## src/include/lf_defs.svh

```systemverilog
// LF front end parameters
`ifndef LF_DEFS_SVH
`define LF_DEFS_SVH

// --------------------
// data path widths
// --------------------

// one ADC sample
`define LF_SAMPLE_W 8

// carrier divisor, which is the half period minus one
`define LF_DIV_W 8

// configuration word loaded by the host, MSB first
`define LF_CFG_W 16

// --------------------
// carrier divisor limits
// --------------------

// 96-cycle half period, so 125 kHz from a 24 MHz pck0
`define LF_DIV_RESET 95

// leaves room for one full serial word in each carrier cycle
`define LF_DIV_MIN 40

// --------------------
// edge comparator
// --------------------

// level rises at or above HI and falls at or below LO
`define LF_EDGE_HI 160
`define LF_EDGE_LO 96

// --------------------
// SSP serializer timing
// --------------------

// the bit-time counter covers 8 bits of 4 cycles each
`define LF_SSP_CNT_W 5

// low counter bits give the phase within one bit
`define LF_SSP_PHASE_W 2

`endif

```

## src/rtl/lf_pkg.sv

```systemverilog
// LF front end types
`default_nettype none

`include "lf_defs.svh"

package lf_pkg;

    // --------------------
    // vector types
    // --------------------

    // raw ADC sample
    typedef logic [`LF_SAMPLE_W-1:0] sample_t;

    // carrier half period minus one, in pck0 cycles
    typedef logic [`LF_DIV_W-1:0] divisor_t;

    // operating mode, the codes match bits 15:14 of the host word
    typedef enum logic [1:0] {
        mode_off  = 2'b00,
        mode_read = 2'b01,
        mode_edge = 2'b10
    } lf_mode_e;

    // --------------------
    // grouped signals
    // --------------------

    // applied configuration, 10 bits
    typedef struct packed {
        lf_mode_e mode;
        divisor_t divisor;
    } lf_config_t;

    // a captured sample with its one-cycle strobe
    typedef struct packed {
        logic    valid;
        sample_t data;
    } sample_strobe_t;

    // synchronous serial port toward the host
    typedef struct packed {
        logic frame;
        logic din;
        logic clk;
    } ssp_t;

    // coil driver pins
    typedef struct packed {
        logic pwr_lo;
        logic pwr_hi;
        logic pwr_oe1;
        logic pwr_oe2;
        logic pwr_oe3;
        logic pwr_oe4;
    } coil_t;

endpackage

`default_nettype wire

```

## src/rtl/lf_config_rx.sv

```systemverilog
// Host configuration receiver
`default_nettype none

`include "lf_defs.svh"

module lf_config_rx (
    input  logic               pck0,
    input  logic               reset,
    input  logic               spck,
    input  logic               sdata,
    input  logic               ncs,
    output lf_pkg::lf_config_t cfg
);

    // two synchronizer stages, each holding {ncs, spck, sdata}
    logic [2:0] sync_1;
    logic [2:0] sync_2;

    // previous synchronized ncs and spck, for edge detection
    logic ncs_q;
    logic spck_q;

    // word being shifted in from the host
    logic [`LF_CFG_W-1:0] shift_q;

    // decoded and clamped version of shift_q
    lf_pkg::lf_config_t next_cfg;

    logic spck_rise;
    logic ncs_rise;

    // --------------------
    // synchronizers
    // --------------------

    // ncs idles high, so it resets high to avoid a false apply edge
    always_ff @(posedge pck0)
    begin
        if (reset)
        begin
            sync_1 <= 3'b100;
            sync_2 <= 3'b100;
            ncs_q  <= 1'b1;
            spck_q <= 1'b0;
        end
        else
        begin
            sync_1 <= {ncs, spck, sdata};
            sync_2 <= sync_1;
            ncs_q  <= sync_2[2];
            spck_q <= sync_2[1];
        end
    end

    // sdata is delayed by the same two stages as spck, so it is still
    // settled when the synchronized clock edge shows up
    assign spck_rise = sync_2[1] && !spck_q && !sync_2[2];
    assign ncs_rise  = sync_2[2] && !ncs_q;

    // --------------------
    // shift register
    // --------------------

    // MSB arrives first
    always_ff @(posedge pck0)
    begin
        if (spck_rise)
        begin
            shift_q <= {shift_q[`LF_CFG_W-2:0], sync_2[0]};
        end
    end

    // --------------------
    // decode and apply
    // --------------------

    always_comb
    begin
        // mode sits in the two top bits of the word
        case (shift_q[`LF_CFG_W-1 -: 2])
            2'b01:   next_cfg.mode = lf_pkg::mode_read;
            2'b10:   next_cfg.mode = lf_pkg::mode_edge;
            default: next_cfg.mode = lf_pkg::mode_off;
        endcase
        // a divisor too short for one serial word per cycle is raised
        if (shift_q[`LF_DIV_W-1:0] < lf_pkg::divisor_t'(`LF_DIV_MIN))
        begin
            next_cfg.divisor = lf_pkg::divisor_t'(`LF_DIV_MIN);
        end
        else
        begin
            next_cfg.divisor = shift_q[`LF_DIV_W-1:0];
        end
    end

    // the word takes effect on the end of the ncs transfer, three
    // cycles after ncs rises at the pin
    always_ff @(posedge pck0)
    begin
        if (reset)
        begin
            cfg.mode    <= lf_pkg::mode_off;
            cfg.divisor <= lf_pkg::divisor_t'(`LF_DIV_RESET);
        end
        else if (ncs_rise)
        begin
            cfg <= next_cfg;
        end
    end

    // the reader counts on the clamp, whatever the host sent
    a_div_clamped : assert property (@(posedge pck0) disable iff (reset)
        cfg.divisor >= lf_pkg::divisor_t'(`LF_DIV_MIN))
        else $error("applied divisor below the minimum");

endmodule

`default_nettype wire

```

## src/rtl/lf_reader.sv

```systemverilog
// LF carrier and sample serializer
`default_nettype none

`include "lf_defs.svh"

module lf_reader (
    input  logic                   pck0,
    input  logic                   reset,
    input  lf_pkg::divisor_t       divisor,
    input  lf_pkg::sample_t        adc_d,
    output logic                   carrier,
    output logic                   adc_clk,
    output lf_pkg::ssp_t           ssp,
    output lf_pkg::sample_strobe_t sample
);

    // carrier half period down counter and the coil level
    lf_pkg::divisor_t half_cnt;
    logic             carrier_q;

    // high in the cycle before the carrier goes from 0 to 1
    logic capture;

    // captured sample and its strobe
    lf_pkg::sample_t cap_q;
    logic            valid_q;

    // serializer state
    logic                        busy;
    logic [`LF_SSP_CNT_W-1:0]    bit_cnt;
    logic [`LF_SSP_PHASE_W-1:0]  phase;
    lf_pkg::sample_t             shift_q;

    assign capture = (half_cnt == '0) && !carrier_q;
    assign phase   = bit_cnt[`LF_SSP_PHASE_W-1:0];

    // --------------------
    // carrier divider
    // --------------------

    // the counter reloads at zero and the carrier toggles there, so each
    // half period lasts divisor+1 cycles
    always_ff @(posedge pck0)
    begin
        if (reset)
        begin
            half_cnt  <= '0;
            carrier_q <= 1'b0;
            valid_q   <= 1'b0;
        end
        else
        begin
            // the strobe lines up with the carrier rising edge
            valid_q <= capture;
            if (half_cnt == '0)
            begin
                half_cnt  <= divisor;
                carrier_q <= ~carrier_q;
            end
            else
            begin
                half_cnt <= half_cnt - 1'b1;
            end
        end
    end

    // sample taken on the falling edge of adc_clk
    always_ff @(posedge pck0)
    begin
        if (capture)
        begin
            cap_q <= adc_d;
        end
    end

    // --------------------
    // SSP serializer
    // --------------------

    // bit_cnt runs through the whole 32-cycle word and then stops
    always_ff @(posedge pck0)
    begin
        if (reset)
        begin
            busy    <= 1'b0;
            bit_cnt <= '0;
        end
        else if (capture)
        begin
            busy    <= 1'b1;
            bit_cnt <= '0;
        end
        else if (busy)
        begin
            bit_cnt <= bit_cnt + 1'b1;
            if (bit_cnt == '1)
            begin
                busy <= 1'b0;
            end
        end
    end

    // the next bit moves up only after the clock high phase has ended
    always_ff @(posedge pck0)
    begin
        if (capture)
        begin
            shift_q <= adc_d;
        end
        else if (busy && (phase == '1))
        begin
            shift_q <= {shift_q[`LF_SAMPLE_W-2:0], 1'b0};
        end
    end

    assign carrier      = carrier_q;
    assign adc_clk      = ~carrier_q;
    assign sample.valid = valid_q;
    assign sample.data  = cap_q;

    // frame covers bit 7 only, clk is high in the last two cycles of a bit
    assign ssp.frame = busy && (bit_cnt[`LF_SSP_CNT_W-1:`LF_SSP_PHASE_W] == '0);
    assign ssp.clk   = busy && phase[`LF_SSP_PHASE_W-1];
    assign ssp.din   = shift_q[`LF_SAMPLE_W-1];

    // a word must be out before the next one overwrites the shift register
    a_ssp_idle : assert property (@(posedge pck0) disable iff (reset)
        capture |-> !busy)
        else $error("serializer still busy at the next capture");

    // the config receiver is trusted to clamp the divisor
    a_div_min : assert property (@(posedge pck0) disable iff (reset)
        divisor >= lf_pkg::divisor_t'(`LF_DIV_MIN))
        else $error("divisor below the minimum");

endmodule

`default_nettype wire

```

## src/rtl/lf_edge_detect.sv

```systemverilog
// Hysteresis edge comparator
`default_nettype none

`include "lf_defs.svh"

module lf_edge_detect (
    input  logic                   pck0,
    input  logic                   reset,
    input  lf_pkg::sample_strobe_t sample,
    output logic                   level
);

    logic level_q;
    logic above_hi;
    logic below_lo;

    // --------------------
    // threshold compare
    // --------------------

    // both limits are inclusive
    assign above_hi = sample.data >= lf_pkg::sample_t'(`LF_EDGE_HI);
    assign below_lo = sample.data <= lf_pkg::sample_t'(`LF_EDGE_LO);

    // --------------------
    // level register
    // --------------------

    // samples in the band between the limits keep the old level
    always_ff @(posedge pck0)
    begin
        if (reset)
        begin
            level_q <= 1'b0;
        end
        else if (sample.valid)
        begin
            if (above_hi)
            begin
                level_q <= 1'b1;
            end
            else if (below_lo)
            begin
                level_q <= 1'b0;
            end
        end
    end

    assign level = level_q;

    // each captured sample must be applied once, so the strobe lasts one cycle
    a_single_strobe : assert property (@(posedge pck0) disable iff (reset)
        sample.valid |=> !sample.valid)
        else $error("sample strobe longer than one cycle");

endmodule

`default_nettype wire

```

## src/rtl/lf_output_select.sv

```systemverilog
// Per-mode output register
`default_nettype none

module lf_output_select (
    input  logic             pck0,
    input  logic             reset,
    input  lf_pkg::lf_mode_e mode,
    input  logic             carrier,
    input  logic             adc_clk_in,
    input  logic             level,
    input  lf_pkg::ssp_t     ssp_in,
    output lf_pkg::coil_t    coil,
    output logic             adc_clk,
    output lf_pkg::ssp_t     ssp
);

    // next values for every output
    lf_pkg::coil_t coil_d;
    logic          adc_clk_d;
    lf_pkg::ssp_t  ssp_d;

    // --------------------
    // mode mux
    // --------------------

    always_comb
    begin
        // pwr_hi and the four enables are never driven in this design
        coil_d    = '0;
        adc_clk_d = 1'b0;
        ssp_d     = '0;
        case (mode)
            lf_pkg::mode_read:
            begin
                coil_d.pwr_lo = carrier;
                adc_clk_d     = adc_clk_in;
                ssp_d         = ssp_in;
            end
            lf_pkg::mode_edge:
            begin
                // the comparator level replaces the byte, no framing
                coil_d.pwr_lo = carrier;
                adc_clk_d     = adc_clk_in;
                ssp_d.din     = level;
            end
            default:
            begin
                // off, coil and port stay quiet
                coil_d    = '0;
                adc_clk_d = 1'b0;
                ssp_d     = '0;
            end
        endcase
    end

    // --------------------
    // output flops
    // --------------------

    // one register stage keeps the pins free of mux glitches
    always_ff @(posedge pck0)
    begin
        if (reset)
        begin
            coil    <= '0;
            adc_clk <= 1'b0;
            ssp     <= '0;
        end
        else
        begin
            coil    <= coil_d;
            adc_clk <= adc_clk_d;
            ssp     <= ssp_d;
        end
    end

endmodule

`default_nettype wire

```

## src/rtl/lf_frontend.sv

```systemverilog
// LF reader front end top
`default_nettype none

module lf_frontend (
    input  logic            pck0,
    input  logic            reset,
    input  logic            spck,
    input  logic            sdata,
    input  logic            ncs,
    input  lf_pkg::sample_t adc_d,
    output lf_pkg::coil_t   coil,
    output logic            adc_clk,
    output lf_pkg::ssp_t    ssp
);

    // --------------------
    // internal nets
    // --------------------

    // configuration applied from the host word
    lf_pkg::lf_config_t cfg;

    // raw reader outputs, before the mode register
    logic                   carrier;
    logic                   reader_adc_clk;
    lf_pkg::ssp_t           reader_ssp;
    lf_pkg::sample_strobe_t sample;

    // comparator level for edge mode
    logic level;

    // --------------------
    // blocks
    // --------------------

    // host serial link to configuration register
    lf_config_rx config_rx_i (
        .pck0  (pck0),
        .reset (reset),
        .spck  (spck),
        .sdata (sdata),
        .ncs   (ncs),
        .cfg   (cfg)
    );

    // carrier, ADC clock and sample serializer
    lf_reader reader_i (
        .pck0    (pck0),
        .reset   (reset),
        .divisor (cfg.divisor),
        .adc_d   (adc_d),
        .carrier (carrier),
        .adc_clk (reader_adc_clk),
        .ssp     (reader_ssp),
        .sample  (sample)
    );

    // hysteresis on the captured samples
    lf_edge_detect edge_detect_i (
        .pck0   (pck0),
        .reset  (reset),
        .sample (sample),
        .level  (level)
    );

    // all pins leave through one register stage
    lf_output_select output_select_i (
        .pck0       (pck0),
        .reset      (reset),
        .mode       (cfg.mode),
        .carrier    (carrier),
        .adc_clk_in (reader_adc_clk),
        .level      (level),
        .ssp_in     (reader_ssp),
        .coil       (coil),
        .adc_clk    (adc_clk),
        .ssp        (ssp)
    );

endmodule

`default_nettype wire

```

## config.mk

```make
export PLATFORM = sky130hd
export DESIGN_NAME = lf_frontend
export DESIGN_NICKNAME = d
export VERILOG_FILES = /design/src/rtl/lf_pkg.sv /design/src/rtl/lf_config_rx.sv /design/src/rtl/lf_reader.sv /design/src/rtl/lf_edge_detect.sv /design/src/rtl/lf_output_select.sv /design/src/rtl/lf_frontend.sv
export VERILOG_INCLUDE_DIRS = /design/src /design/src/include
export SDC_FILE = /design/constraint.sdc
export NUM_CORES = 1
export LEC_CHECK = 0
export BUFFER_PORTS_ARGS = -buffer_cell sky130_fd_sc_hd__buf_2
export CORE_MARGIN = 2
export CORE_UTILIZATION = 58
export DETAILED_ROUTE_END_ITERATION = 7
export PLACE_DENSITY = 0.78
export REMOVE_ABC_BUFFERS = 1
export SLEW_MARGIN = 15
export SYNTH_ARGS = -nofsm -noshare
export SYNTH_HDL_FRONTEND = slang
export SYNTH_SLANG_ARGS = --single-unit
```

## constraint.sdc

```tcl
create_clock -name pck0 -period 3.3 [get_ports pck0]
set_clock_uncertainty 0.05 [all_clocks]
set_input_delay 0.33 -clock pck0 [delete_from_list [all_inputs] [get_ports pck0]]
set_output_delay 0.33 -clock pck0 [all_outputs]
set_load 0.02 [all_outputs]
```

==> results.txt <==
----------------------------------------------------
[Status]
  Status ... completed

[Worst setup path]
  Start point of the critical path ... reader_i.half_cnt[3]
  RR Endpoint ... reader_i.shift_q[6]
  R2R Path Start ... reader_i.half_cnt[3]
  Number of cells traversed by the worst register-to-register path ... 4
  Highest fanout seen on the critical path ... 14
  Launching element type of the critical path ... register
  Critical path endpoint category ... register
  Endpoint arrival time on the critical path ... 2290 ps
  Required time at the worst-slack endpoint ... 3250 ps
  WS Path Type ... reg2reg
  Internal reg-to-reg setup slack ... 970 ps
  Worst setup path end ... reader_i.shift_q[6]

[Die]
  Count of pins on the block boundary ... 23
  Initial Util ... 59.4%
  Chip width ... 73.1 um
  Number of placement rows ... 25
  Core Area ... 4660 um^2
  Die height ... 73.1 um
  DIE AREA ... 5340 um^2

[Place]
  Inst Count DP ... 281
  Number of port buffers ... 17
  Post-detailed-placement half-perimeter wirelength ... 2820 um
  Final estimated routing congestion in global placement ... 0.758

[Pwr]
  Power Dens Cells ... 796 nW/um^2
  Total chip power ... 2.43 mW
  Maximum VDD drop ... 0.440 mV
  Pleak ... 1.11 nW

[Detailed routing]
  Avg WL per Cell ... 14.4 um
  Vias post-DR ... 1640
  Violation count after the first detailed-route iteration ... 48
  DRC violations left ... 0
  Total wire length after detailed routing ... 4290 um
  Max layer used ... met4
  Iteration count of the initial detailed-routing pass ... 4
  Met1 layer wirelength in the final routing ... 2040 um
  Met3 wirelength from detailed routing ... 216 um
  Detailed-routed wire length on met2 ... 1990 um
  Post-detailed-route via-to-cell ratio ... 5.52
  ANT nets after route ... 0

[Logic synthesis]
  Gate count after technology mapping ... 221
  Number of synthesized flops with an enable pin ... 32
  Most area-consuming cells after synthesis ... sky130_fd_sc_hd__edfxtp_1 35%, sky130_fd_sc_hd__dfxtp_1 29%, sky130_fd_sc_hd__nor3_1 2.9%, sky130_fd_sc_hd__ha_1 2.3%, sky130_fd_sc_hd__nor2b_1 1.8%
  Share of Yosys cell area claimed by the top area cell type ... 34.7%
  Count of unique library cells instantiated by Yosys ... 46
  Asr flop ratio synth ... 0%
  Seq/Total Area, Yosys ... 63.6%
  Synth Area per Inst ... 12.5 um^2
  Synthesized area ... 2770 um^2
  Library cell with the largest summed area after synthesis ... sky130_fd_sc_hd__edfxtp_1
  Ys flop type ... sky130_fd_sc_hd__dfxtp_1
  Total number of yosys warnings ... 0
  #FFs+latches synth ... 72

[Timing]
  Transition time of the tightest slew-check pin ... 811 ps
  Highest clock frequency the design can meet ... 428 MHz
  Final number of setup-violating endpoints ... 0
  Period utilization ... 70.7%
  Fin. max-slew vios ... 0
  Hold slack ... 129 ps
  Min Tclk post-route ... 2330 ps
  Post-route setup TNS ... 0 ps
  RSZ-0062 raised after global routing ... false
  Tightest slew margin relative to the limit ... 45.9%
  Final Hold Viols ... 0

[Hold path]
  Cells on Worst Hold Path ... 2
  Worst min-delay path category ... in2reg
  Worst Min Path Start ... ncs

[Layout]
  Count of fill cells added during filler insertion ... 351
  Post-synthesis to final-layout area growth ... 10.5%
  Fraction of final layout cells with drive strength greater than 1 ... 22.2%
  Ant diodes ... 0
  Reg area ... 1760 um^2
  Final cell utilization of the core ... 65.6%
  Multi-input logic area ... 906 um^2
  Nets ... 256
  Non-filler cells, final ... 297

[Clock network]
  Post-CTS Setup Bufs ... 0
  Cts hold-fix bufs ... 0
  Clock Sink Count ... 72
  CTS-repair resized insts ... 0
  Clock tree buffer depth ... 2
  Clock buffers created by TritonCTS ... 9
  Clock insertion delay at the later pin of the skew report ... 330 ps
  CTS Root Cell ... sky130_fd_sc_hd__clkbuf_8
  TritonCTS clock tree ... done
  H-tree levels ... 3
  Reg clk slew, reported paths ... 70 ps

[Global routing]
  Global-route wire length before repair ... 6950 um
  Vias in the first global route ... 1493
  Total gr overflow ... 0
  Combined global-route utilization of all metal layers ... 17.6%
  Largest net degree at the start of global routing ... 41
  Initial antenna violation count ... 0

[Run]
  Count of maximum capacitance violations ... 0

----------------------------------------------------
## Yosys cell counts (all sizes together) (4+ instances only)
master and instances:
nand3b 4, ha 5, clkbuf 8, mux2 7, or2 4, buf 9
nand2 11, edfxtp 32, nor3b 4, inv 8, nor4 6, a21oi 5
nor2b 8, nor3 16, a211oi 5, a31o 5, nor2 6, dfxtp 40
xnor2 4, a21o 4
## flip-flops by register name, indices dropped and copies added (netlist names), 3 cells and up
register	cells
config_rx_i.shift_q	16
config_rx_i.cfg	10
reader_i.cap_q	8
reader_i.half_cnt	8
reader_i.shift_q	8
reader_i.bit_cnt	5
config_rx_i.sync_1	3
config_rx_i.sync_2	3
output_select_i.ssp	3
## cells by family after synthesis
group                      synth area share (%)
AOI/OAI and AO/OA                          8.50
xor gates and xnor gates                   1.90
adders and majority gates                  2.26
buffers and inverters                      4.61
DFF                                        63.6
muxes                                      3.98
other                                     0.135
and+or+nand+nor                            15.0
## metal layers
layer  vias to the layer above  GRT usage (%)
met1                       775           22.7
met5                         -              0
met3                         5           8.01
li1                        825              -
met2                        35           26.5
met4                         0           5.56
## worst max-delay path, cell delays in order (launching register included)
cell                       delay [ps]
sky130_fd_sc_hd__dfxtp_1          360
sky130_fd_sc_hd__or4_1            730
sky130_fd_sc_hd__nor4_4           260
sky130_fd_sc_hd__buf_4            250
sky130_fd_sc_hd__nand2b_1         340
## worst min path at each step
stage	end	slack, ps
detailed placement	config_rx_i.sync_2[2]	350
floorplan	config_rx_i.shift_q[0]	340
CTS	config_rx_i.sync_1[2]	110
global route	config_rx_i.sync_1[2]	100
finish	config_rx_i.sync_1[2]	130
global placement	config_rx_i.shift_q[0]	340
## per-stage QoR
step | area, um^2 | setup WS, ps
floorplan | 2690 | 824
global placement | 2860 | 1020
global route | 3060 | 832
detailed placement | 2860 | 976
CTS | 3050 | 956
finish | 3060 | 966
## where the power goes
part	switching [mW]	internal (mW)
clock network	0.287	0.358
logic	0.285	0.261
registers	0.124	1.12
## area by class of cell
cell class              instances  share of cell area (%)
clock buffers                  14                    6.01
clock inverters                 2                   0.327
inverters                       8                   0.982
multi-input cells             128                    29.6
flip-flops and latches         72                    57.6
well taps                      54                    2.21
repair buffers                 19                    3.27
## layout by cell type (no fill, tap or decap), drive strengths merged, types with 3 or more instances in the layout
| master | instances |
|---|---|
| nor2 | 6 |
| nand2 | 11 |
| nor4 | 6 |
| ha | 5 |
| nor2b | 8 |
| inv | 8 |
| a31o | 5 |
| clkbuf | 14 |
| nand3b | 4 |
| a211oi | 5 |
| dfxtp | 40 |
| a21oi | 5 |
| or2 | 4 |
| mux2 | 7 |
| nor3b | 4 |
| nand2b | 3 |
| buf | 19 |
| conb | 5 |
| a21o | 4 |
| nor3 | 16 |
| edfxtp | 32 |
| xnor2 | 4 |
Power figures use the tool's default switching activity.
